## config.mk

```make
export PLATFORM = sky130hd
export DESIGN_NAME = kitten_tile_top
export DESIGN_NICKNAME = d
export VERILOG_FILES = /design/src/design/neuron_pkg.sv /design/src/design/ctrl_pkg.sv /design/src/design/tile_if.sv /design/src/design/apb_load_decode.sv /design/src/design/current_banks.sv /design/src/design/tick_sequencer.sv /design/src/design/lif_execute.sv /design/src/design/axis_result.sv /design/src/design/kitten_tile_top.sv
export VERILOG_INCLUDE_DIRS = /design/src /design/src/design
export SDC_FILE = /design/constraint.sdc
export NUM_CORES = 2
export LEC_CHECK = 0
export BUFFER_PORTS_ARGS = -buffer_cell sky130_fd_sc_hd__buf_2
export CAP_MARGIN = 20
export CORE_MARGIN = 4
export CORE_UTILIZATION = 55
export CTS_CLUSTER_DIAMETER = 120
export DETAILED_ROUTE_END_ITERATION = 16
export PLACE_DENSITY = 0.72
export SLEW_MARGIN = 10
export SYNTH_ARGS = -nofsm -noshare
export SYNTH_HDL_FRONTEND = slang
export SYNTH_SLANG_ARGS = --single-unit
```

## constraint.sdc

```tcl
create_clock -name clk -period 23.3 [get_ports clk]
set_clock_uncertainty 0.15 [all_clocks]
set_input_delay 1.165 -clock clk [delete_from_list [all_inputs] [get_ports clk]]
set_output_delay 1.165 -clock clk [all_outputs]
set_load 0.05 [all_outputs]
```

## src/design/tile_params.svh

```systemverilog
`ifndef TILE_PARAMS_SVH
`define TILE_PARAMS_SVH

// ==============================
// Tile geometry
// ==============================
`define TILE_LANES          4
`define TILE_V_BITS         16
`define TILE_W_BITS         8
`define TILE_THRESH_BITS    16
`define TILE_SCALE_BITS     8
// Scale of 128 is unity gain
`define TILE_SCALE_SHIFT    7
`define TILE_BANK_DEPTH     8
`define TILE_ADDR_BITS      3

// APB slave widths
`define TILE_APB_ADDR_BITS  8
`define TILE_APB_DATA_BITS  32

// Membrane loses one eighth per tick
`define TILE_DECAY_SHIFT    3

`endif

```

## src/design/neuron_pkg.sv

```systemverilog
`include "tile_params.svh"

package neuron_pkg;

    // One lane current, unsigned
    typedef logic [`TILE_V_BITS-1:0] current_t;

    // Membrane potential
    typedef logic [`TILE_V_BITS-1:0] membrane_t;

    // Full bank word, one current per lane
    typedef current_t [`TILE_LANES-1:0] current_word_t;

    // Signed layer key element
    typedef logic signed [`TILE_W_BITS-1:0] key_lane_t;

    typedef logic [`TILE_LANES-1:0] spike_vec_t;

endpackage

```

## src/design/ctrl_pkg.sv

```systemverilog
`include "tile_params.svh"

package ctrl_pkg;

    // Word index into a current bank
    typedef logic [`TILE_ADDR_BITS-1:0] bank_addr_t;

    // Tick sequencer states
    typedef enum logic [2:0] {
        IDLE,
        SCAN,
        DRAIN,
        UPDATE,
        EMIT,
        DONE
    } seq_state_t;

endpackage

```

## src/design/tile_if.sv

```systemverilog
`timescale 1ns/1ps
`include "tile_params.svh"

// Single lane write into a current bank
interface bank_wr_if import neuron_pkg::*, ctrl_pkg::*; ();
    bank_addr_t                      addr;
    logic [$clog2(`TILE_LANES)-1:0] lane;
    current_t                        data;
    logic                            en;

    modport master (output addr, lane, data, en);
    modport slave  (input  addr, lane, data, en);
endinterface

// Scan read port, data returns one cycle after rd_en
interface bank_rd_if import neuron_pkg::*, ctrl_pkg::*; ();
    bank_addr_t    addr;
    logic          rd_en;
    current_word_t data;
    logic          data_valid;
    logic          clear_busy;

    modport master  (output addr, rd_en, input data, data_valid, clear_busy);
    modport slave   (input addr, rd_en, output data, data_valid, clear_busy);
    modport monitor (input data, data_valid, clear_busy);
endinterface

// Sequencer strobes toward the neuron datapath
interface scan_if import neuron_pkg::*; ();
    logic       acc_clear;
    logic       acc_en;
    logic       update;
    logic       emit;
    spike_vec_t spikes;

    modport master  (output acc_clear, acc_en, update, emit);
    modport slave   (input acc_clear, acc_en, update, output spikes);
    modport monitor (input emit, spikes);
endinterface

```

## src/design/apb_load_decode.sv

```systemverilog
`timescale 1ns/1ps
`include "tile_params.svh"

module apb_load_decode import neuron_pkg::*, ctrl_pkg::*; (
    input  logic                           clk,
    input  logic                           rst_n,
    input  logic                           psel,
    input  logic                           penable,
    input  logic                           pwrite,
    input  logic [`TILE_APB_ADDR_BITS-1:0] paddr,
    input  logic [`TILE_APB_DATA_BITS-1:0] pwdata,
    output logic                           pready,
    output logic [`TILE_APB_DATA_BITS-1:0] prdata,
    output logic                           pslverr,
    bank_wr_if.master                      wr,
    bank_rd_if.monitor                     rd
);

    localparam int LANE_BITS = $clog2(`TILE_LANES);

    // Stall the access phase while the consumed bank is zeroed
    assign pready = ~rd.clear_busy;

    // Write-only register space
    assign prdata  = '0;
    assign pslverr = 1'b0;

    // ==============================
    // Address and data decode
    // ==============================
    // Low bits pick the lane and the next bits the bank word
    assign wr.lane = paddr[LANE_BITS-1:0];
    assign wr.addr = bank_addr_t'(paddr[LANE_BITS +: `TILE_ADDR_BITS]);
    assign wr.data = current_t'(pwdata[`TILE_V_BITS-1:0]);

    // Completed write access lands on the closing edge
    assign wr.en = psel & penable & pwrite & pready;

    // Setup or wait state held psel in the cycle before
    a_wr_after_access: assert property (
        @(posedge clk) disable iff (!rst_n)
        wr.en |-> $past(psel)
    );

endmodule

```

## src/design/current_banks.sv

```systemverilog
`timescale 1ns/1ps
`include "tile_params.svh"

module current_banks import neuron_pkg::*, ctrl_pkg::*; (
    input  logic      clk,
    input  logic      rst_n,
    input  logic      tick_done,
    bank_wr_if.slave  wr,
    bank_rd_if.slave  rd
);

    localparam bank_addr_t LAST_ADDR = bank_addr_t'(`TILE_BANK_DEPTH - 1);

    current_word_t bank_a [`TILE_BANK_DEPTH];
    current_word_t bank_b [`TILE_BANK_DEPTH];

    // 0 selects bank A for the coming tick
    logic       parity;
    logic       clear_active;
    bank_addr_t clear_addr;

    // Busy from the tick_done cycle to the end of the sweep
    assign rd.clear_busy = clear_active | tick_done;

    // ==============================
    // Parity and clear sweep
    // ==============================
    always_ff @(posedge clk or negedge rst_n) begin
        if (!rst_n) begin
            parity       <= 1'b0;
            clear_active <= 1'b0;
            clear_addr   <= '0;
        end else if (tick_done) begin
            parity       <= ~parity;
            clear_active <= 1'b1;
            clear_addr   <= '0;
        end else if (clear_active) begin
            clear_addr <= clear_addr + 1'b1;
            // Eight words, one per cycle
            if (clear_addr == LAST_ADDR)
                clear_active <= 1'b0;
        end
    end

    // ==============================
    // Storage
    // ==============================
    always_ff @(posedge clk or negedge rst_n) begin
        if (!rst_n) begin
            for (int w = 0; w < `TILE_BANK_DEPTH; w++) begin
                bank_a[w] <= '0;
                bank_b[w] <= '0;
            end
        end else begin
            // Sweep works on the bank scanned by the last tick
            if (clear_active) begin
                if (parity)
                    bank_a[clear_addr] <= '0;
                else
                    bank_b[clear_addr] <= '0;
            end
            // Lane write merges into the word the next tick scans
            if (wr.en) begin
                if (parity)
                    bank_b[wr.addr][wr.lane] <= wr.data;
                else
                    bank_a[wr.addr][wr.lane] <= wr.data;
            end
        end
    end

    // Registered read, one cycle latency
    always_ff @(posedge clk) begin
        if (rd.rd_en)
            rd.data <= parity ? bank_b[rd.addr] : bank_a[rd.addr];
    end

    always_ff @(posedge clk or negedge rst_n) begin
        if (!rst_n)
            rd.data_valid <= 1'b0;
        else
            rd.data_valid <= rd.rd_en;
    end

    a_no_wr_in_clear: assert property (
        @(posedge clk) disable iff (!rst_n)
        wr.en |-> !rd.clear_busy
    );

endmodule

```

## src/design/tick_sequencer.sv

```systemverilog
`timescale 1ns/1ps
`include "tile_params.svh"

module tick_sequencer import ctrl_pkg::*; (
    input  logic       clk,
    input  logic       rst_n,
    input  logic       tick_start,
    input  bank_addr_t activity_hint,
    output logic       tick_done,
    output logic       early_exit_flag,
    output bank_addr_t max_active_idx,
    bank_rd_if.master  rd,
    scan_if.master     scan
);

    localparam bank_addr_t LAST_ADDR = bank_addr_t'(`TILE_BANK_DEPTH - 1);

    seq_state_t state;
    seq_state_t state_next;
    bank_addr_t scan_addr;
    // Address of the word now on the read port
    bank_addr_t rd_addr_q;
    logic       seen_any;
    logic       word_hit;
    logic       seen_now;
    logic       exit_now;
    logic       start;

    // ==============================
    // Scan decode
    // ==============================
    assign start    = (state == IDLE) && tick_start && !rd.clear_busy;
    assign word_hit = rd.data_valid && (|rd.data);
    // Includes the word returning this cycle
    assign seen_now = seen_any | word_hit;
    // Nothing active below the hint, skip the rest
    assign exit_now = (state == SCAN) && (scan_addr == activity_hint) && !seen_now;

    assign rd.addr  = scan_addr;
    assign rd.rd_en = (state == SCAN) && !exit_now;

    assign scan.acc_clear = start;
    assign scan.acc_en    = (state == SCAN) || (state == DRAIN);
    assign scan.update    = (state == UPDATE);
    assign scan.emit      = (state == EMIT);

    always_comb begin
        state_next = state;
        case (state)
            IDLE:   if (start) state_next = SCAN;
            SCAN:   if (exit_now || scan_addr == LAST_ADDR) state_next = DRAIN;
            // Last read still in flight
            DRAIN:  state_next = UPDATE;
            UPDATE: state_next = EMIT;
            EMIT:   state_next = DONE;
            DONE:   state_next = IDLE;
            default: state_next = IDLE;
        endcase
    end

    always_ff @(posedge clk or negedge rst_n) begin
        if (!rst_n) begin
            state           <= IDLE;
            scan_addr       <= '0;
            seen_any        <= 1'b0;
            max_active_idx  <= '0;
            early_exit_flag <= 1'b0;
            tick_done       <= 1'b0;
        end else begin
            state     <= state_next;
            // One cycle after DONE
            tick_done <= (state == DONE);
            if (start) begin
                scan_addr       <= '0;
                seen_any        <= 1'b0;
                max_active_idx  <= '0;
                early_exit_flag <= 1'b0;
            end else begin
                if (rd.rd_en)
                    scan_addr <= scan_addr + 1'b1;
                // Ascending scan, latest hit is the highest
                if (word_hit) begin
                    seen_any       <= 1'b1;
                    max_active_idx <= rd_addr_q;
                end
                if (exit_now)
                    early_exit_flag <= 1'b1;
            end
        end
    end

    always_ff @(posedge clk) begin
        if (rd.rd_en)
            rd_addr_q <= scan_addr;
    end

    a_done_pulse: assert property (
        @(posedge clk) disable iff (!rst_n)
        tick_done |=> !tick_done
    );

    // Scan never wraps past the last word
    a_no_wrap: assert property (
        @(posedge clk) disable iff (!rst_n)
        (rd.rd_en && scan_addr == LAST_ADDR) |=> !rd.rd_en
    );

endmodule

```

## src/design/lif_execute.sv

```systemverilog
`timescale 1ns/1ps
`include "tile_params.svh"

module lif_execute import neuron_pkg::*; (
    input  logic                         clk,
    input  logic                         rst_n,
    input  logic [`TILE_THRESH_BITS-1:0] thresh_base,
    input  logic [`TILE_SCALE_BITS-1:0]  thresh_scale,
    bank_rd_if.monitor                   rd,
    scan_if.slave                        scan
);

    localparam int V        = `TILE_V_BITS;
    localparam int PROD_W   = `TILE_THRESH_BITS + `TILE_SCALE_BITS;
    localparam int THRESH_W = PROD_W - `TILE_SCALE_SHIFT;

    logic [PROD_W-1:0]   thresh_prod;
    logic [THRESH_W-1:0] thresh_eff;
    spike_vec_t          spike_now;

    // ==============================
    // Scaled threshold
    // ==============================
    assign thresh_prod = thresh_base * thresh_scale;
    assign thresh_eff  = thresh_prod[PROD_W-1:`TILE_SCALE_SHIFT];

    for (genvar i = 0; i < `TILE_LANES; i++) begin : g_lane
        current_t    acc_q;
        membrane_t   mem_q;
        membrane_t   mem_leak;
        logic [V:0]  acc_sum;
        logic [V:0]  mem_new;

        // Saturating current sum
        assign acc_sum = {1'b0, acc_q} + {1'b0, rd.data[i]};

        // Leak then integrate
        assign mem_leak = mem_q - (mem_q >> `TILE_DECAY_SHIFT);
        assign mem_new  = {1'b0, mem_leak} + {1'b0, acc_q};

        assign spike_now[i] = ({1'b0, mem_new} >= {1'b0, thresh_eff});

        always_ff @(posedge clk or negedge rst_n) begin
            if (!rst_n) begin
                acc_q <= '0;
                mem_q <= '0;
            end else begin
                if (scan.acc_clear)
                    acc_q <= '0;
                else if (scan.acc_en && rd.data_valid)
                    acc_q <= acc_sum[V] ? '1 : acc_sum[V-1:0];
                // Spike clears, sub-threshold overflow pins at max
                if (scan.update)
                    mem_q <= spike_now[i] ? '0 : (mem_new[V] ? '1 : mem_new[V-1:0]);
            end
        end
    end

    // Spike vector held until the next update
    always_ff @(posedge clk or negedge rst_n) begin
        if (!rst_n)
            scan.spikes <= '0;
        else if (scan.update)
            scan.spikes <= spike_now;
    end

endmodule

```

## src/design/axis_result.sv

```systemverilog
`timescale 1ns/1ps
`include "tile_params.svh"

module axis_result import neuron_pkg::*; (
    input  logic                                clk,
    input  logic                                rst_n,
    input  logic [`TILE_LANES*`TILE_W_BITS-1:0] layer_key,
    output spike_vec_t                          spike_out,
    output logic                                spike_valid,
    output logic [`TILE_LANES*`TILE_W_BITS-1:0] axis_state_out,
    output logic                                axis_write_en,
    scan_if.monitor                             scan
);

    localparam int W = `TILE_W_BITS;
    // Largest positive key value, stands for a spike
    localparam key_lane_t SPIKE_LEVEL = key_lane_t'((1 << (W - 1)) - 1);

    logic [`TILE_LANES*W-1:0] bound;

    // ==============================
    // Key binding per lane
    // ==============================
    for (genvar i = 0; i < `TILE_LANES; i++) begin : g_bind
        key_lane_t          key;
        logic signed [2*W-1:0] prod;

        assign key  = key_lane_t'(layer_key[i*W +: W]);
        assign prod = key * SPIKE_LEVEL;
        // Low byte only, silent lanes write zero
        assign bound[i*W +: W] = scan.spikes[i] ? prod[W-1:0] : '0;
    end

    always_ff @(posedge clk or negedge rst_n) begin
        if (!rst_n) begin
            spike_out      <= '0;
            axis_state_out <= '0;
            spike_valid    <= 1'b0;
        end else begin
            spike_valid <= scan.emit;
            if (scan.emit) begin
                spike_out      <= scan.spikes;
                axis_state_out <= bound;
            end
        end
    end

    // State bus strobe moves with the spike strobe
    assign axis_write_en = spike_valid;

endmodule

```

## src/design/kitten_tile_top.sv

```systemverilog
`timescale 1ns/1ps
`include "tile_params.svh"

module kitten_tile_top import neuron_pkg::*, ctrl_pkg::*; (
    input  logic                                clk,
    input  logic                                rst_n,
    // APB load port
    input  logic                                psel,
    input  logic                                penable,
    input  logic                                pwrite,
    input  logic [`TILE_APB_ADDR_BITS-1:0]      paddr,
    input  logic [`TILE_APB_DATA_BITS-1:0]      pwdata,
    output logic                                pready,
    output logic [`TILE_APB_DATA_BITS-1:0]      prdata,
    output logic                                pslverr,
    // Tick control
    input  logic                                tick_start,
    output logic                                tick_done,
    input  bank_addr_t                          activity_hint,
    input  logic [`TILE_THRESH_BITS-1:0]        thresh_base,
    input  logic [`TILE_SCALE_BITS-1:0]         thresh_scale,
    input  logic [`TILE_LANES*`TILE_W_BITS-1:0] layer_key,
    // Results
    output spike_vec_t                          spike_out,
    output logic                                spike_valid,
    output logic [`TILE_LANES*`TILE_W_BITS-1:0] axis_state_out,
    output logic                                axis_write_en,
    output bank_addr_t                          max_active_idx,
    output logic                                early_exit_flag
);

    bank_wr_if u_wr_if ();
    bank_rd_if u_rd_if ();
    scan_if    u_scan_if ();

    // ==============================
    // Decode
    // ==============================
    apb_load_decode u_decode (
        .clk, .rst_n, .psel, .penable, .pwrite, .paddr, .pwdata,
        .pready, .prdata, .pslverr,
        .wr (u_wr_if.master),
        .rd (u_rd_if.monitor)
    );

    tick_sequencer u_seq (
        .clk, .rst_n, .tick_start, .activity_hint,
        .tick_done, .early_exit_flag, .max_active_idx,
        .rd   (u_rd_if.master),
        .scan (u_scan_if.master)
    );

    // ==============================
    // Execute
    // ==============================
    current_banks u_banks (
        .clk, .rst_n, .tick_done,
        .wr (u_wr_if.slave),
        .rd (u_rd_if.slave)
    );

    lif_execute u_lif (
        .clk, .rst_n, .thresh_base, .thresh_scale,
        .rd   (u_rd_if.monitor),
        .scan (u_scan_if.slave)
    );

    // Result
    axis_result u_result (
        .clk, .rst_n, .layer_key,
        .spike_out, .spike_valid, .axis_state_out, .axis_write_en,
        .scan (u_scan_if.monitor)
    );

endmodule

```

=== After elaboration in Yosys (flattened, before gate mapping) ===
Index checks and enable logic that the tools add are counted.

* Logic and storage cells: 230
* Input port bits: 105
* Register bits: 1,278
* Output and inout port bits: 77

* Add/subtract/negate cells: 14
* Reductions and logical operators: 23
* Equality and inequality tests: 10
* Multiplexer cells: 63
* Order comparisons: 11
* Bitwise operators: 13
* Multiply operators: 5

{| class="wikitable"
|+ Operator list
! operator !! number
|-
| two-way mux 512 bit || 8
|-
| bitwise AND 512 bit || 2
|-
| bitwise mux 512 bit || 2
|-
| NOT 512 bit || 1
|-
| two-way mux 64 bit || 7
|-
| binary-select mux 64 bit (select 3 bit) || 2
|-
| demux 64 bit (select 3 bit) || 2
|-
| two-way mux 16 bit || 21
|-
| adder 16 x 16 -> 17 bit || 8
|-
| >= comparator 17 bit || 4
|-
| OR reduction 64 bit || 1
|-
| subtractor 16 x 13 -> 16 bit || 4
|-
| demux 16 bit (select 2 bit) || 1
|-
| multiplier 8 x 8 -> 8 bit (second input constant) || 4
|-
| two-way mux 8 bit || 4
|-
| multiplier 16 x 8 -> 24 bit || 1
|-
| two-way mux 3 bit || 8
|-
| case mux 3 bit (5 select lines) || 1
|-
| equality test 3 bit (second input constant) || 4
|-
| >= comparator 4 bit (second input constant) || 3
|-
| NOT 3 -> 4 bit || 3
|-
| logical AND 1 bit || 10
|-
| nonzero test 2 bit || 5
|-
| less-than comparator 4 x 1 -> 1 bit (second input constant) || 2
|-
| other kinds (16) || 31
|}

=== Depth between registers and ports, before layout ===
* Word-level depth: 12
* Mapped depth: 33
* Mapped depth without buffers: 31

=== Modules after synthesis ===
A second synthesis with hierarchy kept.

* Cell total of the unflattened synthesis: 5,904
* Area, all modules: 70,269.9 sq um

{| class="wikitable"
|+ Modules (own cells, without submodules)
! module !! cells an instance !! area each (sq um) !! sequential area each (sq um) !! instances
|-
| current_banks || 3,116 || 46,249.4 || 27,696.6 || 1
|-
| lif_execute || 2,223 || 18,714.2 || 3,303.2 || 1
|-
| axis_result || 421 || 4,048.9 || 925.9 || 1
|-
| tick_sequencer || 87 || 834.6 || 390.4 || 1
|-
| apb_load_decode || 57 || 422.9 || 0.0 || 1
|}

=== Least setup slack after synthesis ===
No wires, ideal clock.

* Kind: input to register
* Start point: input port activity_hint[0]
* End point: register u_banks.rd.data_valid
* Cell stages on the path: 4
* Path slack: 13.993 ns
* Path buffers: 0
* Required time: 22.337 ns
* Setup time: 0.813 ns
* Arrival: 8.343 ns
* Cell sequence: xor2_1 nor4b_1 and3_1 nor4_1

* Word-level cells in the longest chain between the ends: 5

{| class="wikitable"
|+ Ends and longest elaborated chain
! item !! RTL line !! RTL
|-
| start, declared || kitten_tile_top.sv:19 || <nowiki>input bank_addr_t activity_hint,</nowiki>
|-
| equality test 3 bit || tick_sequencer.sv:37 || <nowiki>assign exit_now = (state == SCAN) && (scan_addr == activity_hint) && !seen_now;</nowiki>
|-
| logical AND 1 bit (2 in a row) || tick_sequencer.sv:37 ||
|-
| zero test 1 bit || tick_sequencer.sv:40 || <nowiki>assign rd.rd_en = (state == SCAN) && !exit_now;</nowiki>
|-
| logical AND 1 bit || tick_sequencer.sv:40 ||
|-
| named net u_banks.rd.rd_en || tile_if.sv:24 || <nowiki>modport slave (input addr, rd_en, output data, data_valid, clear_busy);</nowiki>
|-
| end signal, assigned || current_banks.sv:82 || <nowiki>rd.data_valid <= rd.rd_en;</nowiki>
|-
| end, declared || tile_if.sv:24 ||
|}

The timed path passes the listed nets, and every way through them passes these cells.
A chain may end at the register's enable or synchronous reset.

=== Final worst setup path ===
* Start point: input port thresh_scale[2]
* End point: register u_lif.scan.spikes[1]

* Word-level cells in the longest chain between the ends: 2

{| class="wikitable"
|+ Ends and longest elaborated chain
! item !! RTL line !! RTL
|-
| start, declared || kitten_tile_top.sv:21 || <nowiki>input logic [`TILE_SCALE_BITS-1:0] thresh_scale,</nowiki>
|-
| multiplier 16 x 8 -> 24 bit || lif_execute.sv:24 || <nowiki>assign thresh_prod = thresh_base * thresh_scale;</nowiki>
|-
| >= comparator 17 bit || lif_execute.sv:41 || <nowiki>assign spike_now[i] = ({1'b0, mem_new} >= {1'b0, thresh_eff});</nowiki>
|-
| end signal, assigned || lif_execute.sv:64 || <nowiki>scan.spikes <= spike_now;</nowiki>
|-
| end, declared || tile_if.sv:37 || <nowiki>modport slave (input acc_clear, acc_en, update, output spikes);</nowiki>
|}

No other way between the ends.

==> results.yml <==
floorplan:
  start_util: 0.555
  die_width_um: 373
  num_io_pins: 182
  placeableCoreArea_um2: 132000
  die_h_um: 373
  num_rows: 133
  die-area_um2: 139000
worst_setup_path:
  signal_arrival_time_at_the_worst_endpoint_ps: 8980
  critical-path-slowest-cell: "sky130_fd_sc_hd__xor2_1"
  endpoint_kind: "flop"
  critical_path_class: "input pin to flop"
  critical_path_peak_fanout: 17
  crit_path_start_kind: "input pin"
  worst_path_largest_cell_delay_ps: 770
  reg2reg_slack_ps: 16200
  crit_required_ps: 23790
  crit_top_cell: "sky130_fd_sc_hd__fa_1"
final_layout:
  layout.filler_cells: 10600
  multi_input_comb_area_um2: 37900
  num-nets-final: 8136
  layout-drive-gt1-share: 0.122
  regArea_um2: 32300
  area.growth.synth_to_final_pct: 9.42
yosys:
  dominant_synthesized_flop_cell: "sky130_fd_sc_hd__dfrtp_1"
  post_synthesis_compound_gate_area_fraction: 0.133
  synthCells: 7710
  yosys.area.top_type: "sky130_fd_sc_hd__dfrtp_1"
  synth-seq-area-share: 0.441
  netlist-cell-type-count: 94
  synth.top_cell.area_share: 0.413
  synth.area.top_cells: "sky130_fd_sc_hd__dfrtp_1, sky130_fd_sc_hd__nand2_1, sky130_fd_sc_hd__mux4_2"
  main_combinational_cell_family_by_area_after_synthesis: "simple AND/OR/NAND/NOR gates"
  synth-seq-cells: 1278
  post_synth_fa_ha_maj_area_fraction: 0.0966
  simple_gate_share_of_the_synthesized_area: 0.158
  xor_and_xnor_area_share_after_synthesis: 0.0244
  leading_cell_type_by_number_of_instances_after_synthesis: "sky130_fd_sc_hd__nand2_1"
  mappedNetlistArea_um2: 73300
  mean_area_per_synthesized_cell_um2: 9.51
  post_synthesis_mux_area_share: 0.0998
  synth-edff-count: 67
  top_cell_types_by_occurrence_after_synthesis: "sky130_fd_sc_hd__nand2_1, sky130_fd_sc_hd__dfrtp_1, sky130_fd_sc_hd__o21ai_0"
  synth_warnings: 0
  ys_async_sr_fraction: 0.948
sta:
  timing.final.crit_share: 0.364
  timing.final.max_slew_violations: 0
  max_freq_ghz: 0.118
  period_needed_ps: 8490
  finalSetupViolCount: 0
  tightest_pin_transition_ps: 1130
  timing_hold_violations_final: 0
  relSlewSlack: 0.249
  fin_tns_setup_ps: 0
  rsz0062_at_grt: "no"
placement:
  place_hpwl_um: 131000
  routability_cong: 0.874
  port_buffers: 129
global_routing:
  globalRouteOverflowTotal: 0
  initial_antenna_violation_count: 15
  largest_net_degree_at_the_start_of_global_routing: 173
  grt_pass1_vias: 57000
  grt_first_pass_wirelength_um: 324000
  groute.usage.overall: 0.294
detailed_routing:
  dr.pass1.iters: 8
  overall_via_count_from_detail_route: 57000
  totalWireLength_um: 205000
  drt.antenna.violating_nets: 0
  routed_via_density: 6.05
  drc: 0
  routedWlPerCell_um: 21.8
  detailedRoute.firstIterationViolations: 5525
clocking:
  tritoncts.num_buffers: 140
  post_cts_hold_buffer_count: 0
  insertion_delay_ps: 770
  ctsResizeCount: 0
  clock_tree.htree_level_count: 4
  tritoncts_clock_tree: "built"
  clkTransAtPathRegs_ps: 60
  cts-root-to-sink-buffers: 3
  post_cts_setup_inserts: 0
  clock_root_buffer_master: "sky130_fd_sc_hd__clkbuf_16"
  cts_sinks: 1278
hold_path:
  holdCritPathClass: "input pin to async pin"
run_status:
  outcome: "finished clean"
run:
  max_cap_viol_count: 0
==> cells by family (layout without fill, tap and decap cells) <==
group,Yosys count,in the layout
xor+xnor,204,204
fa+ha+maj,481,481
simple gates,2825,2825
compound gates,1706,1706
other cells,1,40
mux,330,330
buf+inv,885,808
flops,1278,1278
==> cell usage in the layout (no fill, tap or decap), types with 17 or more instances in the layout <==
master,n
sky130_fd_sc_hd__o21ai_0,1105
sky130_fd_sc_hd__inv_1,289
sky130_fd_sc_hd__nand4_1,19
sky130_fd_sc_hd__a21oi_1,224
sky130_fd_sc_hd__nor2b_1,46
sky130_fd_sc_hd__a21boi_0,18
sky130_fd_sc_hd__xnor2_1,137
sky130_fd_sc_hd__nor2_1,152
sky130_fd_sc_hd__buf_2,128
sky130_fd_sc_hd__nand2b_1,26
sky130_fd_sc_hd__a21o_1,54
sky130_fd_sc_hd__clkbuf_16,144
sky130_fd_sc_hd__xor2_1,67
sky130_fd_sc_hd__clkbuf_8,30
sky130_fd_sc_hd__or3_1,17
sky130_fd_sc_hd__nand2_1,2166
sky130_fd_sc_hd__clkbuf_1,35
sky130_fd_sc_hd__buf_8,18
sky130_fd_sc_hd__conb_1,33
sky130_fd_sc_hd__nor3_1,49
sky130_fd_sc_hd__o21bai_1,19
sky130_fd_sc_hd__o21a_1,31
sky130_fd_sc_hd__a31oi_1,50
sky130_fd_sc_hd__dfrtp_1,1207
sky130_fd_sc_hd__a211oi_1,17
sky130_fd_sc_hd__buf_4,111
sky130_fd_sc_hd__mux4_2,320
sky130_fd_sc_hd__a22o_1,46
sky130_fd_sc_hd__nand3_1,89
sky130_fd_sc_hd__and2_1,102
sky130_fd_sc_hd__nor4_1,27
sky130_fd_sc_hd__edfxtp_1,67
sky130_fd_sc_hd__ha_1,333
sky130_fd_sc_hd__fa_1,143
sky130_fd_sc_hd__nor2_2,53
==> final timing paths <==
path	depth (start not counted)	start	to
setup reg to reg	27	u_lif.g_lane[1].mem_q[4]	u_lif.scan.spikes[1]
hold / removal	1	rst_n	u_lif.g_lane[3].mem_q[11]
min in group clk	2	u_result.axis_state_out[16]	u_result.axis_state_out[16]
setup / recovery	31	thresh_scale[2]	u_lif.scan.spikes[1]
max in group asynchronous	6	rst_n	u_banks.bank_b[395]
hold reg to reg	2	u_result.axis_state_out[16]	u_result.axis_state_out[16]
==> final cells by class <==
cell class | count | share of cell area
Clock buffer | 209 | 0.0517
Clock inverter | 43 | 0.00726
Inverter | 290 | 0.0136
Multi-Input combinational cell | 5579 | 0.473
Timing Repair Buffer | 266 | 0.0238
Sequential cell | 1278 | 0.403
Tap cell | 1755 | 0.0274
Antenna cell | 7 | 0.000218
==> critical path, delay by kind of cell <==
kind / cells / cell delay, ps
adder cells (fa/ha/maj): 9 / 3920
AO/OA/AOI/OAI: 10 / 1670
XOR/XNOR: 1 / 770
AND/OR/NAND/NOR: 6 / 690
buffers and inverters: 4 / 400
multiplexers: 1 / 340
==> metrics by stage <==
stage	instance area, µm²	worst slack [ps]	instances	utilization	hold WS (ps)
finish	80200	14810	9427	0.608	272
global route	80200	14390	9421	0.608	331
CTS	79900	14800	9403	0.606	289
detailed placement	75200	13990	9151	0.570	300
global placement	75000	14160	9142	0.569	296
floorplan	73400	13990	7742	-	295
==> registers in the layout, summed over array words and instances (netlist names) <==
register                 flops
u_seq.early_exit_flag        1
u_banks.bank_a             512
u_banks.clear_addr           3
u_banks.rd.data             64
u_banks.bank_b             512
u_seq.seen_any               1
u_result.axis_state_out     32
u_lif.scan.spikes            4
u_result.axis_write_en       1
u_result.spike_out           4
u_banks.clear_active         1
u_seq.max_active_idx         3
u_banks.parity               1
u_banks.rd.data_valid        1
u_lif.g_lane.mem_q          64
u_seq.rd.addr                3
u_seq.rd_addr_q              3
u_seq.tick_done              1
u_lif.g_lane.acc_q          64
u_seq.state                  3
==> per-layer routing <==
metal  up-vias  part of all wire  global-route usage
met4         2             0.036               0.113
met3       428             0.093              0.0655
li1      25900                 -                   -
met1     28200              0.40               0.396
met2      2493              0.47               0.469
met5         -          0.000063                   0
Power is not shown: default switching activity piles up to over one toggle a cycle in this logic, so the estimate is an artifact.
